File: config.mk
export PLATFORM = sky130hd
export DESIGN_NAME = membus2csrbus_adapter
export DESIGN_NICKNAME = d
export VERILOG_FILES = /design/src/logic/bus_pkg.sv /design/src/logic/adapter_pkg.sv /design/src/logic/membus2csrbus_adapter.sv /design/src/logic/request_splitter.sv /design/src/logic/response_merger.sv /design/src/logic/response_queue.sv
export SDC_FILE = /design/constraint.sdc
export NUM_CORES = 1
export LEC_CHECK = 0
export ABC_AREA = 1
export BUFFER_PORTS_ARGS = -buffer_cell sky130_fd_sc_hd__buf_2
export CORE_ASPECT_RATIO = 1.75
export CORE_MARGIN = 1.5
export CORE_UTILIZATION = 45
export CTS_BUF_LIST = sky130_fd_sc_hd__clkbuf_4
export DETAILED_ROUTE_END_ITERATION = 10
export PLACE_DENSITY_LB_ADDON = 0.2
export REMOVE_ABC_BUFFERS = 1
export SYNTH_ARGS = -nofsm -noshare
export SYNTH_HDL_FRONTEND = slang
export SYNTH_SLANG_ARGS = --single-unit
File: constraint.sdc
create_clock -name i_clk -period 6.1 [get_ports i_clk]
set_clock_uncertainty 0.15 [all_clocks]
set_input_delay 0 -clock i_clk [delete_from_list [all_inputs] [get_ports i_clk]]
set_output_delay 0 -clock i_clk [all_outputs]
set_load 0.005 [all_outputs]
File: src/logic/bus_pkg.sv
/*
  Memory and CSR bus definitions.
  Widths, command codes and response kinds shared by both sides.
*/
package bus_pkg;

  // Memory side.
  localparam int MEM_ADDR_WIDTH   = 16;
  localparam int MEM_DATA_WIDTH   = 64;
  localparam int MEM_BYTEEN_WIDTH = MEM_DATA_WIDTH / 8;

  // CSR side.
  localparam int CSR_ADDR_WIDTH = 16;
  localparam int CSR_DATA_WIDTH = 32;

  localparam int ID_WIDTH = 4;

  // Burst length in beats, legal range 1 to MAX_BEATS.
  localparam int MAX_BEATS    = 4;
  localparam int LENGTH_WIDTH = $clog2(MAX_BEATS + 1);

  typedef enum logic [1:0] {
    MCMD_READ             = 2'd0,
    MCMD_WRITE            = 2'd1, // Posted.
    MCMD_WRITE_NON_POSTED = 2'd2
  } mcmd_e;

  typedef enum logic {
    SRESP_RESPONSE           = 1'b0,
    SRESP_RESPONSE_WITH_DATA = 1'b1
  } sresp_e;

endpackage

File: src/logic/adapter_pkg.sv
/*
  Bridge bookkeeping definitions.
  Unit geometry and the records passed from the request splitter
  to the response merger.
*/
package adapter_pkg;

  // CSR units carried by one memory beat.
  localparam int UNITS_PER_BEAT  = bus_pkg::MEM_DATA_WIDTH / bus_pkg::CSR_DATA_WIDTH;
  localparam int UNIT_BYTES      = bus_pkg::CSR_DATA_WIDTH / 8;
  localparam int UNIT_OFFSET_LSB = $clog2(UNIT_BYTES);

  // Non-posted bursts in flight.
  localparam int RESP_QUEUE_DEPTH = 2;

  // Units in one burst, 0 up to MAX_BEATS * UNITS_PER_BEAT.
  typedef logic [$clog2(bus_pkg::MAX_BEATS * UNITS_PER_BEAT + 1)-1:0] unit_count_t;

  typedef struct packed {
    bus_pkg::sresp_e                sresp;
    logic [bus_pkg::ID_WIDTH-1:0]   id;
    logic                           unit_idx;    // Start unit within the first beat.
    logic                           ignore_resp; // Forced non-posted, nothing goes back.
  } resp_info_t;

endpackage

File: src/logic/membus2csrbus_adapter.sv
/*
  Memory bus to CSR bus bridge.
  Splits 64-bit bursts into 32-bit CSR accesses and merges the
  CSR responses back into memory response beats.
*/
module membus2csrbus_adapter (
  input  logic                                  i_clk,
  input  logic                                  i_rst_n,
  input  logic                                  i_force_np_write,
  input  logic                                  i_mem_mcmd_valid,
  input  bus_pkg::mcmd_e                        i_mem_mcmd,
  input  logic [bus_pkg::ID_WIDTH-1:0]          i_mem_mid,
  input  logic [bus_pkg::MEM_ADDR_WIDTH-1:0]    i_mem_maddr,
  input  logic [bus_pkg::LENGTH_WIDTH-1:0]      i_mem_mlength,
  output logic                                  o_mem_scmd_accept,
  input  logic                                  i_mem_mdata_valid,
  input  logic [bus_pkg::MEM_DATA_WIDTH-1:0]    i_mem_mdata,
  input  logic [bus_pkg::MEM_BYTEEN_WIDTH-1:0]  i_mem_mdata_byteen,
  output logic                                  o_mem_sdata_accept,
  output logic                                  o_mem_sresp_valid,
  output bus_pkg::sresp_e                       o_mem_sresp,
  output logic [bus_pkg::ID_WIDTH-1:0]          o_mem_sid,
  output logic [bus_pkg::MEM_DATA_WIDTH-1:0]    o_mem_sdata,
  output logic                                  o_mem_serror,
  output logic                                  o_mem_sresp_last,
  input  logic                                  i_mem_mresp_accept,
  output logic                                  o_csr_mcmd_valid,
  output bus_pkg::mcmd_e                        o_csr_mcmd,
  output logic [bus_pkg::CSR_ADDR_WIDTH-1:0]    o_csr_maddr,
  output logic [bus_pkg::CSR_DATA_WIDTH-1:0]    o_csr_mdata,
  input  logic                                  i_csr_scmd_accept,
  input  logic                                  i_csr_sresp_valid,
  input  logic [bus_pkg::CSR_DATA_WIDTH-1:0]    i_csr_sdata,
  input  logic                                  i_csr_serror,
  output logic                                  o_csr_mresp_accept
);
  import adapter_pkg::*;

  logic         info_push;
  logic         info_full;
  logic         info_empty;
  resp_info_t   info_in;
  resp_info_t   info_head;
  logic         count_push;
  logic         count_empty;
  unit_count_t  count_in;
  unit_count_t  count_head;
  logic         pop;

  request_splitter u_splitter (
    .i_clk              (i_clk),
    .i_rst_n            (i_rst_n),
    .i_force_np_write   (i_force_np_write),
    .i_mem_mcmd_valid   (i_mem_mcmd_valid),
    .i_mem_mcmd         (i_mem_mcmd),
    .i_mem_mid          (i_mem_mid),
    .i_mem_maddr        (i_mem_maddr),
    .i_mem_mlength      (i_mem_mlength),
    .i_mem_mdata_valid  (i_mem_mdata_valid),
    .i_mem_mdata        (i_mem_mdata),
    .i_mem_mdata_byteen (i_mem_mdata_byteen),
    .i_csr_scmd_accept  (i_csr_scmd_accept),
    .i_info_full        (info_full),
    .o_mem_scmd_accept  (o_mem_scmd_accept),
    .o_mem_sdata_accept (o_mem_sdata_accept),
    .o_csr_mcmd_valid   (o_csr_mcmd_valid),
    .o_csr_mcmd         (o_csr_mcmd),
    .o_csr_maddr        (o_csr_maddr),
    .o_csr_mdata        (o_csr_mdata),
    .o_info_push        (info_push),
    .o_info             (info_in),
    .o_count_push       (count_push),
    .o_count            (count_in)
  );

  // Both queues pop together, one entry per non-posted burst.
  response_queue #(
    .ENTRY_T (resp_info_t),
    .DEPTH   (RESP_QUEUE_DEPTH)
  ) u_info_queue (
    .i_clk   (i_clk),
    .i_rst_n (i_rst_n),
    .i_push  (info_push),
    .i_data  (info_in),
    .i_pop   (pop),
    .o_empty (info_empty),
    .o_full  (info_full),
    .o_data  (info_head)
  );

  response_queue #(
    .ENTRY_T (unit_count_t),
    .DEPTH   (RESP_QUEUE_DEPTH)
  ) u_count_queue (
    .i_clk   (i_clk),
    .i_rst_n (i_rst_n),
    .i_push  (count_push),
    .i_data  (count_in),
    .i_pop   (pop),
    .o_empty (count_empty),
    .o_full  (),
    .o_data  (count_head)
  );

  response_merger u_merger (
    .i_clk              (i_clk),
    .i_rst_n            (i_rst_n),
    .i_info_empty       (info_empty),
    .i_info             (info_head),
    .i_count_empty      (count_empty),
    .i_count            (count_head),
    .i_csr_sresp_valid  (i_csr_sresp_valid),
    .i_csr_sdata        (i_csr_sdata),
    .i_csr_serror       (i_csr_serror),
    .i_mem_mresp_accept (i_mem_mresp_accept),
    .o_pop              (pop),
    .o_csr_mresp_accept (o_csr_mresp_accept),
    .o_mem_sresp_valid  (o_mem_sresp_valid),
    .o_mem_sresp        (o_mem_sresp),
    .o_mem_sid          (o_mem_sid),
    .o_mem_sdata        (o_mem_sdata),
    .o_mem_serror       (o_mem_serror),
    .o_mem_sresp_last   (o_mem_sresp_last)
  );

endmodule

File: src/logic/request_splitter.sv
/*
  Request splitter.
  Cuts each memory burst into single CSR unit accesses, skips write
  units without byte enables and records what comes back.
*/
module request_splitter (
  input  logic                                  i_clk,
  input  logic                                  i_rst_n,
  input  logic                                  i_force_np_write,
  input  logic                                  i_mem_mcmd_valid,
  input  bus_pkg::mcmd_e                        i_mem_mcmd,
  input  logic [bus_pkg::ID_WIDTH-1:0]          i_mem_mid,
  input  logic [bus_pkg::MEM_ADDR_WIDTH-1:0]    i_mem_maddr,
  input  logic [bus_pkg::LENGTH_WIDTH-1:0]      i_mem_mlength,
  input  logic                                  i_mem_mdata_valid,
  input  logic [bus_pkg::MEM_DATA_WIDTH-1:0]    i_mem_mdata,
  input  logic [bus_pkg::MEM_BYTEEN_WIDTH-1:0]  i_mem_mdata_byteen,
  input  logic                                  i_csr_scmd_accept,
  input  logic                                  i_info_full,
  output logic                                  o_mem_scmd_accept,
  output logic                                  o_mem_sdata_accept,
  output logic                                  o_csr_mcmd_valid,
  output bus_pkg::mcmd_e                        o_csr_mcmd,
  output logic [bus_pkg::CSR_ADDR_WIDTH-1:0]    o_csr_maddr,
  output logic [bus_pkg::CSR_DATA_WIDTH-1:0]    o_csr_mdata,
  output logic                                  o_info_push,
  output adapter_pkg::resp_info_t               o_info,
  output logic                                  o_count_push,
  output adapter_pkg::unit_count_t              o_count
);
  import bus_pkg::*;
  import adapter_pkg::*;

  logic                       busy;
  unit_count_t                rem_q;
  logic                       idx_q;
  logic [CSR_ADDR_WIDTH-1:0]  addr_q;
  unit_count_t                issued_q;

  unit_count_t                cur_rem;
  logic                       cur_idx;
  logic [CSR_ADDR_WIDTH-1:0]  cur_addr;
  unit_count_t                cur_issued;
  unit_count_t                issued_next;
  mcmd_e                      mcmd_eff;
  logic                       is_read;
  logic                       expects_resp;
  logic                       np_ready;
  logic                       last_unit;
  logic                       skip;
  logic                       valid_rd;
  logic                       valid_wr;
  logic                       issued;
  logic                       unit_done;

  always_comb begin
    if (i_force_np_write && (i_mem_mcmd == MCMD_WRITE)) begin
      mcmd_eff = MCMD_WRITE_NON_POSTED;
    end else begin
      mcmd_eff = i_mem_mcmd;
    end
    is_read      = i_mem_mcmd == MCMD_READ;
    expects_resp = mcmd_eff != MCMD_WRITE;
  end

  // First unit comes from the command, later ones from the registers.
  always_comb begin
    if (busy) begin
      cur_rem    = rem_q;
      cur_idx    = idx_q;
      cur_addr   = addr_q;
      cur_issued = issued_q;
    end else begin
      cur_rem    = unit_count_t'(i_mem_mlength) * unit_count_t'(UNITS_PER_BEAT)
                   - unit_count_t'(i_mem_maddr[UNIT_OFFSET_LSB]);
      cur_idx    = i_mem_maddr[UNIT_OFFSET_LSB];
      cur_addr   = {i_mem_maddr[CSR_ADDR_WIDTH-1:UNIT_OFFSET_LSB], UNIT_OFFSET_LSB'(0)};
      cur_issued = '0;
    end
  end

  always_comb begin
    np_ready  = busy || !i_info_full || !expects_resp; // Room for the record.
    last_unit = cur_rem == unit_count_t'(1);
    skip      = !is_read && (i_mem_mdata_byteen[cur_idx*UNIT_BYTES +: UNIT_BYTES] == '0);
    valid_rd  = i_mem_mcmd_valid && is_read && np_ready;
    valid_wr  = i_mem_mcmd_valid && !is_read && i_mem_mdata_valid && np_ready;

    o_csr_mcmd_valid = valid_rd || (valid_wr && !skip);
    o_csr_mcmd       = mcmd_eff;
    o_csr_maddr      = cur_addr;
    o_csr_mdata      = i_mem_mdata[cur_idx*CSR_DATA_WIDTH +: CSR_DATA_WIDTH];

    issued      = o_csr_mcmd_valid && i_csr_scmd_accept;
    unit_done   = issued || (valid_wr && skip);
    issued_next = cur_issued + unit_count_t'(issued);

    o_mem_scmd_accept  = unit_done && last_unit;
    o_mem_sdata_accept = unit_done && !is_read && (cur_idx || last_unit);
  end

  // Records for the response side.
  always_comb begin
    o_info_push        = unit_done && !busy && expects_resp;
    o_info.sresp       = is_read ? SRESP_RESPONSE_WITH_DATA : SRESP_RESPONSE;
    o_info.id          = i_mem_mid;
    o_info.unit_idx    = i_mem_maddr[UNIT_OFFSET_LSB];
    o_info.ignore_resp = i_force_np_write && (i_mem_mcmd == MCMD_WRITE);
    o_count_push       = unit_done && last_unit && expects_resp;
    o_count            = issued_next;
  end

  always_ff @(posedge i_clk or negedge i_rst_n) begin
    if (!i_rst_n) begin
      busy     <= 1'b0;
      rem_q    <= '0;
      idx_q    <= 1'b0;
      addr_q   <= '0;
      issued_q <= '0;
    end else if (unit_done) begin
      busy     <= !last_unit;
      rem_q    <= cur_rem - unit_count_t'(1);
      idx_q    <= ~cur_idx;
      addr_q   <= cur_addr + CSR_ADDR_WIDTH'(UNIT_BYTES);
      issued_q <= issued_next;
    end
  end

endmodule

File: src/logic/response_merger.sv
/*
  Response merger.
  Gathers CSR unit responses of the head burst into 64-bit memory
  response beats, or one write response at the end.
*/
module response_merger (
  input  logic                                i_clk,
  input  logic                                i_rst_n,
  input  logic                                i_info_empty,
  input  adapter_pkg::resp_info_t             i_info,
  input  logic                                i_count_empty,
  input  adapter_pkg::unit_count_t            i_count,
  input  logic                                i_csr_sresp_valid,
  input  logic [bus_pkg::CSR_DATA_WIDTH-1:0]  i_csr_sdata,
  input  logic                                i_csr_serror,
  input  logic                                i_mem_mresp_accept,
  output logic                                o_pop,
  output logic                                o_csr_mresp_accept,
  output logic                                o_mem_sresp_valid,
  output bus_pkg::sresp_e                     o_mem_sresp,
  output logic [bus_pkg::ID_WIDTH-1:0]        o_mem_sid,
  output logic [bus_pkg::MEM_DATA_WIDTH-1:0]  o_mem_sdata,
  output logic                                o_mem_serror,
  output logic                                o_mem_sresp_last
);
  import bus_pkg::*;
  import adapter_pkg::*;

  logic                       busy;
  unit_count_t                recv_q;
  logic                       slot_q;
  logic [CSR_DATA_WIDTH-1:0]  lo_data_q;
  logic                       err_q;

  unit_count_t                cur_recv;
  unit_count_t                recv_next;
  logic                       cur_slot;
  logic                       head_valid;
  logic                       is_read;
  logic                       final_unit;
  logic                       zero_cnt;
  logic                       emit;
  logic                       resp_ack;
  logic                       err;

  always_comb begin
    head_valid = !i_info_empty;
    cur_recv   = busy ? recv_q : '0;
    cur_slot   = busy ? slot_q : i_info.unit_idx; // Starts at the recorded unit.
    recv_next  = cur_recv + unit_count_t'(1);
    is_read    = i_info.sresp == SRESP_RESPONSE_WITH_DATA;
    final_unit = !i_count_empty && (recv_next == i_count);
    zero_cnt   = head_valid && !i_count_empty && (i_count == '0); // All units skipped.
  end

  // Read beat on the upper slot or at the end, write only at the end.
  always_comb begin
    if (!head_valid || i_info.ignore_resp) begin
      emit = 1'b0;
    end else if (is_read) begin
      emit = cur_slot || final_unit;
    end else begin
      emit = final_unit;
    end
    if (!head_valid || zero_cnt) begin
      o_csr_mresp_accept = 1'b0;
    end else if (emit) begin
      o_csr_mresp_accept = i_mem_mresp_accept; // Held under back-pressure.
    end else begin
      o_csr_mresp_accept = 1'b1;
    end
    resp_ack = i_csr_sresp_valid && o_csr_mresp_accept;
    o_pop    = (resp_ack && final_unit) || zero_cnt;
    err      = err_q || i_csr_serror;
  end

  always_comb begin
    o_mem_sresp_valid = emit && i_csr_sresp_valid;
    o_mem_sresp       = i_info.sresp;
    o_mem_sid         = i_info.id;
    o_mem_serror      = err;
    o_mem_sresp_last  = final_unit;
    if (!is_read) begin
      o_mem_sdata = '0;
    end else if (cur_slot) begin
      o_mem_sdata = {i_csr_sdata, lo_data_q};
    end else begin
      o_mem_sdata = {CSR_DATA_WIDTH'(0), i_csr_sdata};
    end
  end

  always_ff @(posedge i_clk or negedge i_rst_n) begin
    if (!i_rst_n) begin
      busy   <= 1'b0;
      recv_q <= '0;
      slot_q <= 1'b0;
    end else if (resp_ack) begin
      busy   <= !final_unit;
      recv_q <= recv_next;
      slot_q <= ~cur_slot;
    end
  end

  // Lower half and sticky error live until their beat goes out.
  always_ff @(posedge i_clk or negedge i_rst_n) begin
    if (!i_rst_n) begin
      lo_data_q <= '0;
      err_q     <= 1'b0;
    end else if (resp_ack) begin
      if (emit || final_unit) begin
        lo_data_q <= '0;
        err_q     <= 1'b0;
      end else begin
        if (!cur_slot) begin
          lo_data_q <= i_csr_sdata;
        end
        err_q <= err;
      end
    end
  end

endmodule

File: src/logic/response_queue.sv
/*
  Response queue.
  Small circular FIFO for any entry type; a push shows at the head
  one cycle later.
*/
module response_queue #(
  parameter type ENTRY_T = logic,
  parameter int  DEPTH   = 2
) (
  input  logic   i_clk,
  input  logic   i_rst_n,
  input  logic   i_push,
  input  ENTRY_T i_data,
  input  logic   i_pop,
  output logic   o_empty,
  output logic   o_full,
  output ENTRY_T o_data
);
  localparam int PTR_WIDTH = (DEPTH > 1) ? $clog2(DEPTH) : 1;
  localparam int CNT_WIDTH = $clog2(DEPTH + 1);

  ENTRY_T                 mem [DEPTH];
  logic [PTR_WIDTH-1:0]   wr_ptr;
  logic [PTR_WIDTH-1:0]   rd_ptr;
  logic [CNT_WIDTH-1:0]   count;
  logic                   do_push;
  logic                   do_pop;

  always_comb begin
    o_empty = count == '0;
    o_full  = count == CNT_WIDTH'(DEPTH);
    o_data  = mem[rd_ptr];
    do_push = i_push && !o_full;
    do_pop  = i_pop && !o_empty;
  end

  always_ff @(posedge i_clk) begin
    if (do_push) begin
      mem[wr_ptr] <= i_data;
    end
  end

  always_ff @(posedge i_clk or negedge i_rst_n) begin
    if (!i_rst_n) begin
      wr_ptr <= '0;
      rd_ptr <= '0;
      count  <= '0;
    end else begin
      if (do_push) begin
        wr_ptr <= (wr_ptr == PTR_WIDTH'(DEPTH - 1)) ? '0 : wr_ptr + 1'b1;
      end
      if (do_pop) begin
        rd_ptr <= (rd_ptr == PTR_WIDTH'(DEPTH - 1)) ? '0 : rd_ptr + 1'b1;
      end
      count <= count + CNT_WIDTH'(do_push) - CNT_WIDTH'(do_pop);
    end
  end

endmodule

**After elaboration in Yosys (flattened, before gate mapping)**

Memories as Yosys holds them, arrays and structs flattened.
Cells that the tools add are included.

- Memories kept: 2
- Bits of input ports: 138
- Register bits: 73
- Output and inout bits: 126
- Bits in writable memories: 22
- Logic and storage cells: 120

Memory list:

| memory | depth | bits a word | rd ports | clocked after Yosys merged registers in | wr ports | line | text |
|---|---|---|---|---|---|---|---|
| u_info_queue.mem | 2 | 7 | 1 | 0 | 1 | response_queue.sv:22 | `ENTRY_T mem [DEPTH];` |
| u_count_queue.mem | 2 | 4 | 1 | 0 | 1 | response_queue.sv:22 |  |

- Bitwise operators: 2
- Mux-type cells: 25
- Add/subtract/negate cells: 13
- Equality and inequality tests: 7
- Reduce and logical (&&, ||, !) cells: 53
- Shift-type cells: 2

Operators with widths:

| kind | count |
|---|---|
| 64-bit 2-to-1 mux | 2 |
| 32-bit 2-to-1 mux | 2 |
| 64-bit by 7-bit variable part select with 32-bit output | 1 |
| 1-bit logical AND | 26 |
| 16-bit by 3-bit adder with 16-bit output (second input constant) | 1 |
| 1-bit 2-to-1 mux | 16 |
| 16-bit 2-to-1 mux | 1 |
| 4-bit 2-to-1 mux | 3 |
| 1-bit logical OR | 11 |
| 1-bit logical NOT | 10 |
| 4-bit logical NOT | 2 |
| 8-bit by 4-bit variable part select with 4-bit output | 1 |
| 2-bit logical NOT | 3 |
| 1-bit adder (second input constant) | 4 |
| 2-bit by 1-bit adder with 2-bit output | 2 |
| 4-bit by 1-bit adder with 4-bit output | 1 |
| 4-bit by 1-bit adder with 4-bit output (second input constant) | 1 |
| 2-bit equality test (second input constant) | 2 |
| 4-bit by 1-bit equality test with 1-bit output (second input constant) | 1 |
| 4-bit equality test | 1 |
| 2-bit by 1-bit subtractor with 2-bit output | 2 |
| 4-bit by 1-bit subtractor with 4-bit output | 1 |
| 4-bit by 1-bit subtractor with 4-bit output (second input constant) | 1 |
| 2-bit by 1-bit equality test with 1-bit output (second input constant) | 1 |
| 5 further kinds | 6 |

**Depth between registers and ports, before layout**

Gate-level depths: netlist of the first run.

- Depth after elaboration: 16
- Depth in mapped cells: 20
- Mapped depth without buffers: 19

**Modules after synthesis**

From an unflattened synthesis of the first run, not the netlist that was laid out.

- Cell total of the unflattened synthesis: 983
- Area total of the unflattened synthesis: 6462.4 um^2

By module, submodules not included:

| module | times used | area an instance (um^2) | cells each | sequential area each (um^2) |
|---|---|---|---|---|
| response_merger | 1 | 2615.0 | 411 | 975.9 |
| request_splitter | 1 | 2561.2 | 448 | 650.6 |
| response_queue at u_info_queue | 1 | 762.0 | 70 | 520.5 |
| response_queue at u_count_queue | 1 | 524.3 | 54 | 340.3 |

**Worst setup path after synthesis of the first run**

No wires, ideal clock.

- Path kind: reg-to-reg
- From: register u_merger.busy
- To: register u_info_queue.count[1]
- Data required time: 5.821 ns
- Path slack: 3.328 ns
- Period minus slack after synthesis: 2.772 ns
- Stages on the path, launching flop included: 20
- Data arrival time: 2.494 ns
- Path buffers: 1
- Library setup time: 0.129 ns
- Cell sequence: dfrtp_1 > buf_4 > nand2_2 > inv_2 > ha_1 > nand3_1 > nand2_1 > nand2_1 > nand2_1 > nor2_1 > nand3_2 > nand2_2 > nand3_2 > nand4_1 > nand2_1 > ha_1 > inv_1 > ha_1 > xnor2_1 > xor2_1

- Longest elaborated chain between the ends: 14
- Elaborated cells on any way between the ends: 15
- Those cells by class: add/sub (2); eq/ne (1); mux (6); reduce/logical (6)

Ends and longest elaborated chain:

| element | line | text |
|---|---|---|
| start: declaration | response_merger.sv:29 | `logic busy;` |
| start signal: assignment | response_merger.sv:98 | `busy <= !final_unit;` |
| 4-bit 2-to-1 mux | response_merger.sv:48 | `cur_recv = busy ? recv_q : '0;` |
| 4-bit by 1-bit adder with 4-bit output | response_merger.sv:50 | `recv_next = cur_recv + unit_count_t'(1);` |
| 4-bit equality test | response_merger.sv:52 | `final_unit = !i_count_empty && (recv_next == i_count);` |
| 1-bit logical AND | response_merger.sv:52 |  |
| 1-bit logical OR | response_merger.sv:61 | `emit = cur_slot \|\| final_unit;` |
| 1-bit 2-to-1 mux | response_merger.sv:60 | `end else if (is_read) begin` |
| 1-bit 2-to-1 mux | response_merger.sv:58 | `if (!head_valid \|\| i_info.ignore_resp) begin` |
| 1-bit 2-to-1 mux | response_merger.sv:67 | `end else if (emit) begin` |
| 1-bit 2-to-1 mux | response_merger.sv:65 | `if (!head_valid \|\| zero_cnt) begin` |
| 1-bit logical AND | response_merger.sv:72 | `resp_ack = i_csr_sresp_valid && o_csr_mresp_accept;` |
| 1-bit logical AND * | response_merger.sv:73 | `o_pop = (resp_ack && final_unit) \|\| zero_cnt;` |
| 1-bit logical OR * | response_merger.sv:73 |  |
| 1-bit logical AND * | response_queue.sv:34 | `do_pop = i_pop && !o_empty;` |
| named net u_info_queue.do_pop | response_queue.sv:27 | `logic do_pop;` |
| 2-bit by 1-bit subtractor with 2-bit output * | response_queue.sv:55 | `count <= count + CNT_WIDTH'(do_push) - CNT_WIDTH'(do_pop);` |
| end signal: assignment | response_queue.sv:55 |  |
| end: declaration | response_queue.sv:25 | `logic [CNT_WIDTH-1:0] count;` |

Mark *: on every way through the listed nets, which the timed path passes. The rest lies on a longest branch.
A chain may end at the register's enable or synchronous reset.

**Worst setup path in the final report of the first run**

- From: register u_splitter.busy
- To: memory u_info_queue.mem[1][6] in the netlist's numbering, enable pin

- Longest elaborated chain between the ends: 14
- Elaborated cells on any way between the ends: 20
- Those cells by class: shift (1); mux (3); reduce/logical (16)

Ends and longest elaborated chain:

| element | line | text |
|---|---|---|
| start: declaration | request_splitter.sv:34 | `logic busy;` |
| start signal: assignment | request_splitter.sv:121 | `busy <= !last_unit;` |
| 1-bit 2-to-1 mux | request_splitter.sv:68 | `if (busy) begin` |
| 8-bit by 4-bit variable part select with 4-bit output | request_splitter.sv:85 | `skip = !is_read && (i_mem_mdata_byteen[cur_idx*UNIT_BYTES +: UNIT_BYTES] == '0);` |
| 4-bit logical NOT | request_splitter.sv:85 |  |
| 1-bit logical AND | request_splitter.sv:85 |  |
| 1-bit logical NOT | request_splitter.sv:89 | `o_csr_mcmd_valid = valid_rd \|\| (valid_wr && !skip);` |
| 1-bit logical AND | request_splitter.sv:89 |  |
| 1-bit logical OR | request_splitter.sv:89 |  |
| 1-bit logical AND | request_splitter.sv:94 | `issued = o_csr_mcmd_valid && i_csr_scmd_accept;` |
| 1-bit logical OR | request_splitter.sv:95 | `unit_done = issued \|\| (valid_wr && skip);` |
| 1-bit logical AND * (2 in series) | request_splitter.sv:104 | `o_info_push = unit_done && !busy && expects_resp;` |
| 1-bit logical AND * | response_queue.sv:33 | `do_push = i_push && !o_full;` |
| 1-bit 2-to-1 mux * | response_queue.sv:38 | `if (do_push) begin` |
| 1-bit 2-to-1 mux (not written as such) * | response_queue.sv:39 | `mem[wr_ptr] <= i_data;` |
| end: declaration | response_queue.sv:22 |  |

Mark *: on every way between the ends. The rest lies on a longest branch, timed or not.

==> out/metrics.yaml, run 1 <==
ant_nets: 0
yosys.area.top_type: "dfrtp_1"
yosysWarningCount: 0
min_period_over_period: 0.686
gp_congestion: 0.870
h-tree-depth: 3
area_growth_pct: 34.3
holdBufCountCts: 62
port_buffers: 261
initial_utilization: 0.463
critical_path_class: "reg -> reg"
synth-xor-area-share: 0.0262
worstHoldPathType: "in -> reg"
slowest_stage: "o21ai_4"
cts_buffers: 9
ys_top_cells_by_count: "331 x nand2_1, 127 x nor2_1, 95 x inv_1, 73 x dfrtp_1, 39 x o21ai_0"
numClockSinks: 95
die_w_um: 90.5
vias: 6306
maxSlewHeadroom: 0.310
synth_fa_ha_area_frac: 0.0228
r2r_cells: 10
timing.fmax_mhz: 239
setup_viol: 0
cp_cell_sequence: "buf_4 > o21ai_4 > inv_2 > o21ai_1 > nand4_1 > nand2_2 > inv_2 > nor2_2 > nand2_1 > nor2_1"
gr-total-overflow: 0
status: "finished, final reports clean"
cp_num_buf_inv: 3
synth_most_common_cell: "nand2_1"
cts.repair.resized: 0
synth_cells: 867
io_pins: 264
wire_per_inst_um: 12.0
startpoint_type: "flip-flop"
cts_tree: "yes"
synth_area_per_cell_um2: 6.95
crit_family: "simple AND/OR/NAND/NOR gates"
leakage_nw: 4.65
ys.flop_type: "dfrtp_1"
synth_top_area_share: 0.303
grt_max_degree: 74
cap_violations: 0
slowest_delay_ns: 0.71
hold_violations: 0
ir_worst_vdd_v: 0.000248
postRouteWirelength_mm: 16.0
die_h_um: 156
yosys-top-cells-area: "dfrtp_1 30%, nand2_1 21%, edfxtp_1 11%, nor2_1 7.9%, inv_1 5.9%"
drive_gt1_frac: 0.266
insertion_delay_ns: 0.41
ys_async_sr_fraction: 0.768
synth_edf_count: 22
synth-simple-area-share: 0.341
clockBufferDepth: 2
firstDrtPassIters: 5
critPathCaptureType: "flip-flop"
fillers: 1217
cp.depth: 10
whs_path_depth: 7
antenna_found_initial: 1
grt_usage: 0.230
dp_hpwl_mm: 11.4
cts_root_buf: "clkbuf_4"
grt_pass1_wl_mm: 27.0
rows: 55
tns_ns: 0
path_max_fanout: 36
drc: 0
layout.nets: 1311
synth_top_family_by_area: "simple AND/OR/NAND/NOR gates"
synthMuxAreaShare: 0
post-route-util: 0.622
fin_crit_ns: 4.18
drtIter0Drc: 204
synthDistinctLibCells: 38
worst_pin_slew_ns: 1.03
die_area_um2: 14100
fp.coreArea_um2: 13000
synth_compound_area_frac: 0.0942
required_ns: 6.01
worst_hold_slack_ns: 0.0585
powerDensity_nw_per_um2: 418
yosysSeqAreaShare: 0.413
cts_setup_buffers: 0
rsz0062_at_grt: "false"
via_per_inst: 4.71
synth-seq-cells: 95
slew_violations: 0
grt_pass1_vias: 5860
clkTransAtPathRegs_ns: 0.13
syn-cell-area_um2: 6030
cpMostUsedCell: "inv_2"
worstPathArrival_ns: 4.09
[report_power, final]
part / internal, mW / leakage [nW] / switching (mW)
registers: 0.883 / 1.11 / 0.124
clock network: 0.138 / 0.0770 / 0.192
logic: 0.773 / 3.45 / 1.27
total: 1.79 / 4.65 / 1.59
[sequential cells by signal, summed over array words and instances (netlist names), 2 cells and up]
signal	flops
u_info_queue.mem	14
u_merger.lo_data_q	32
u_count_queue.count	2
u_merger.recv_q	4
u_count_queue.mem	8
u_splitter.addr_q	16
u_splitter.issued_q	4
u_info_queue.count	2
u_splitter.rem_q	4
[through the flow]
| stage | cell area (µm²) | worst slack [ns] | total power [mW] | cells |
|---|---|---|---|---|
| final | 8090 | 1.92 | 3.38 | 1339 |
| after detailed placement | 7330 | 1.88 | 3.02 | 1260 |
| after CTS | 8090 | 1.86 | 3.41 | 1338 |
| after global routing | 8090 | 1.43 | 3.75 | 1339 |
| after floorplan | 5800 | 2.64 | 2.29 | 826 |
| after global placement | 7330 | 1.88 | 2.99 | 1260 |
[worst register-to-register path: stages (launching register included)]
cell,delay (ns)
dfrtp_1,0.38
buf_4,0.23
o21ai_4,0.71
inv_2,0.45
o21ai_1,0.28
nand4_1,0.17
nand2_2,0.41
inv_2,0.30
nor2_2,0.20
nand2_1,0.10
nor2_1,0.44
[final timing paths]
kind	startpoint	endpoint	slack, ns
worst min-delay path	i_mem_mresp_accept	u_info_queue.rd_ptr	0.06
max in group asynchronous	i_rst_n	u_splitter.idx_q	5.07
worst max register to register	u_splitter.busy	u_info_queue.mem[1][6]	1.92
worst max-delay path	u_splitter.busy	u_info_queue.mem[1][6]	1.92
min in group asynchronous	i_rst_n	u_merger.lo_data_q[25]	0.12
worst min register to register	u_merger.lo_data_q[7]	u_merger.lo_data_q[7]	0.34
[cell usage in the layout (no fill, tap or decap), types with 2 or more instances in the layout]
| cell type | Yosys | layout |
|---|---|---|
| a211oi_1 | 32 | 32 |
| a21oi_1 | 4 | 4 |
| buf_2 | 7 | 260 |
| buf_4 | 6 | 3 |
| clkbuf_4 | 0 | 12 |
| clkinv_1 | 0 | 2 |
| dfrtp_1 | 73 | 73 |
| dlygate4sd3_1 | 0 | 62 |
| edfxtp_1 | 22 | 22 |
| ha_1 | 11 | 11 |
| inv_1 | 95 | 94 |
| inv_2 | 8 | 9 |
| nand2_1 | 331 | 331 |
| nand2_2 | 5 | 5 |
| nand2_4 | 3 | 3 |
| nand3_1 | 20 | 20 |
| nand3_2 | 3 | 3 |
| nand4_1 | 4 | 4 |
| nor2_1 | 127 | 127 |
| nor2_4 | 2 | 2 |
| nor3_1 | 3 | 3 |
| o21a_1 | 2 | 2 |
| o21ai_0 | 39 | 39 |
| o21ai_1 | 8 | 8 |
| o21ai_2 | 4 | 4 |
| or2_2 | 2 | 2 |
| xnor2_1 | 7 | 7 |
| xor2_1 | 11 | 11 |
[layout make-up]
cell class / instances / area (µm²) / area share
clock inverter: 4 / 46.3 / 0.00572
timing repair buffer: 325 / 1940 / 0.240
multi-input combinational: 627 / 2920 / 0.360
sequential: 95 / 2490 / 0.307
antenna: 1 / 2.50 / 0.000309
inverter: 104 / 393 / 0.0485
tap: 171 / 214 / 0.0264
clock buffer: 12 / 90.1 / 0.0111
[metal layers]
layer | track usage | wire length [µm] | vias up
met2 | 0.408 | 7960 | 209
met1 | 0.283 | 6850 | 2800
met3 | 0.0404 | 979 | 21
li1 | - | - | 3276
met5 | 0 | 0 | -
met4 | 0.0673 | 240 | 0
[cells by family (layout without fill, tap and decap cells)]
group                    after synthesis  after routing
buffers and inverters                145            445
AO/OA/AOI/OAI                         91             91
adder cells (fa/ha/maj)               11             11
flip-flops                            95             95
AND/OR/NAND/NOR                      507            507
XOR/XNOR                              18             18
other                                  0              1
(Power assumes the default switching activity.)
==> run 2: changes to the inputs <==
- ABC_AREA: 1 -> 0
- clock period: 6.1 -> 4.05 ns (I/O delays scaled with it)
==> out/metrics.yaml, run 2 <==
gp_congestion: 0.907
cap_violations: 0
initial_utilization: 0.463
leakage_nw: 4.06
layout_common_cells: "260 x buf_2, 159 x nand2_1, 73 x dfrtp_1, 66 x dlygate4sd3_1, 55 x mux2_2"
insertion_delay_ns: 0.44
worstPathArrival_ns: 3.86
worstHoldPathType: "in -> reg"
placed_cells: 1036
timing.fmax_mhz: 271
required_ns: 4.22
cts_tree: "yes"
fin_crit_ns: 3.69
io_pins: 264
worst_pin_slew_ns: 1.11
cp_num_buf_inv: 3
clkTransAtPathRegs_ns: 0.15
largest_registers: "u_merger.lo_data_q (32), u_splitter.addr_q (16), u_info_queue.mem (14)"
synth_top_area_share: 0.314
slew_violations: 0
synth_area_per_cell_um2: 9.08
grt_pass1_vias: 5773
ys_async_sr_fraction: 0.768
cp.depth: 10
yosysWarningCount: 0
wire_per_inst_um: 15.2
slowest_delay_ns: 0.61
status: "finished, final reports clean"
synth_cells: 640
postRouteWirelength_mm: 17.1
cts_root_buf: "clkbuf_4"
min_period_over_period: 0.911
area_growth_pct: 38.6
grt_max_degree: 74
firstDrtPassIters: 5
synth_edf_count: 22
numClockSinks: 95
yosys-top-cells-area: "dfrtp_1 31%, edfxtp_1 11%, mux2_2 11%, nand2_1 10%, o21ai_0 4.5%"
yosys.area.top_type: "dfrtp_1"
largest_register_ff_count: 32
critPathCaptureType: "flip-flop"
drc: 0
dp_hpwl_mm: 12.3
r2r_setup_slack_ns: 0.36
clockBufferDepth: 2
layout.nets: 1094
ant_nets: 0
yosysSeqAreaShare: 0.428
synth-seq-cells: 95
rsz0062_at_grt: "false"
slowest_stage: "dfrtp_1"
regMostFlops: "u_merger.lo_data_q"
ys.flop_type: "dfrtp_1"
cts.repair.resized: 0
h-tree-depth: 3
die_h_um: 153
powerDensity_nw_per_um2: 594
cpMostUsedCell: "dlygate4sd3_1"
whs_path_depth: 4
synth_most_common_cell: "nand2_1"
startpoint_type: "flip-flop"
final_common_cell: "buf_2"
place_ws_ns: 0.624
syn-cell-area_um2: 5810
die_area_um2: 13600
cp_cell_sequence: "nand2_1 > inv_1 > ha_1 > xnor3_1 > nor4_4 > a21oi_2 > o211ai_1 > dlygate4sd3_1 > a32oi_1 > dlygate4sd3_1"
path_max_fanout: 10
rows: 54
totalPowerFinal_mw: 4.79
port_buffers: 261
fp.coreArea_um2: 12600
drive_gt1_frac: 0.372
drtIter0Drc: 183
ir_worst_vdd_v: 0.000357
grt_usage: 0.252
vias: 5816
setup_ws_ns: 0.361
setup_viol: 0
critical_path_class: "reg -> reg"
ys_top_cells_by_count: "159 x nand2_1, 73 x dfrtp_1, 55 x mux2_2, 52 x o21ai_0, 39 x a21oi_1"
gr-total-overflow: 0
synthDistinctLibCells: 52
cts_buffers: 9
grt_pass1_wl_mm: 27.1
antenna_found_initial: 2
final_cell_count_no_fill: 1123
r2r_cells: 10
maxSlewHeadroom: 0.258
crit_family: "buffers and inverters"
die_w_um: 88.9
via_per_inst: 5.18
fillers: 1069
hold_violations: 0
[run 2: final timing paths]
path,endpoint,from
setup / recovery,u_merger.err_q,u_merger.busy
hold / removal,u_splitter.rem_q[3],i_mem_mdata_valid
setup reg to reg,u_merger.err_q,u_merger.busy
hold reg to reg,u_splitter.addr_q[15],u_splitter.addr_q[15]
max in group asynchronous,u_info_queue.wr_ptr,i_rst_n
min in group asynchronous,u_merger.lo_data_q[20],i_rst_n
[run 2: layer usage]
layer	vias up	wire, µm	global-route usage
met5	-	49	0.0277
met4	2	326	0.0774
met3	26	1330	0.0826
met2	241	8550	0.429
met1	2729	6870	0.291
li1	2818	-	-
[run 2: metrics by stage]
| stage | utilization | instance area [µm²] | hold WS [ns] | setup TNS [ns] |
|---|---|---|---|---|
| floorplan | - | 5630 | -0.446 | -64.13 |
| global route | 0.641 | 8050 | 0.0777 | 0 |
| finish | 0.641 | 8060 | 0.0514 | 0 |
| detailed placement | 0.579 | 7280 | 0.0441 | 0 |
| CTS | 0.640 | 8050 | 0.0136 | 0 |
| global placement | 0.579 | 7280 | 0.0416 | 0 |
[run 2: repair_timing]
item | CTS | global route
setup buffers | 0 | 0
hold endpoints to repair | 143 | 0
hold buffers | 66 | 0
[run 2: logic make-up (layout without fill, tap and decap cells)]
kind of cell | Yosys count | in the layout | synth area share
multiplexers | 71 | 71 | 0.135
other | 0 | 5 | 0
AO/OA/AOI/OAI | 118 | 118 | 0.120
flip-flops | 95 | 95 | 0.428
adder cells (fa/ha/maj) | 11 | 11 | 0.0237
AND/OR/NAND/NOR | 254 | 254 | 0.203
XOR/XNOR | 29 | 29 | 0.0461
buffers and inverters | 62 | 372 | 0.0445
[run 2: power by group]
part	internal, mW	leakage [nW]	total [mW]	switching, mW
registers	1.30	1.12	1.55	0.247
clock network	0.144	0.0587	0.448	0.304
logic	1.28	2.88	2.79	1.51
[run 2: final cells by class]
cell class	instances	area (µm²)	share of cell area
multi-input cells	483	3130	0.388
flip-flops and latches	95	2490	0.309
repair buffers	336	2040	0.253
well taps	168	210	0.0261
clock buffers	12	90.1	0.0112
inverters	20	75.1	0.00931
clock inverters	4	22.5	0.00279
diodes	5	12.5	0.00155
[run 2: tightest hold or removal path: stages]
cell and delay [ns]:
buf_2 0.11, o221ai_4 0.29, nand2_1 0.14, o21ai_0 0.06
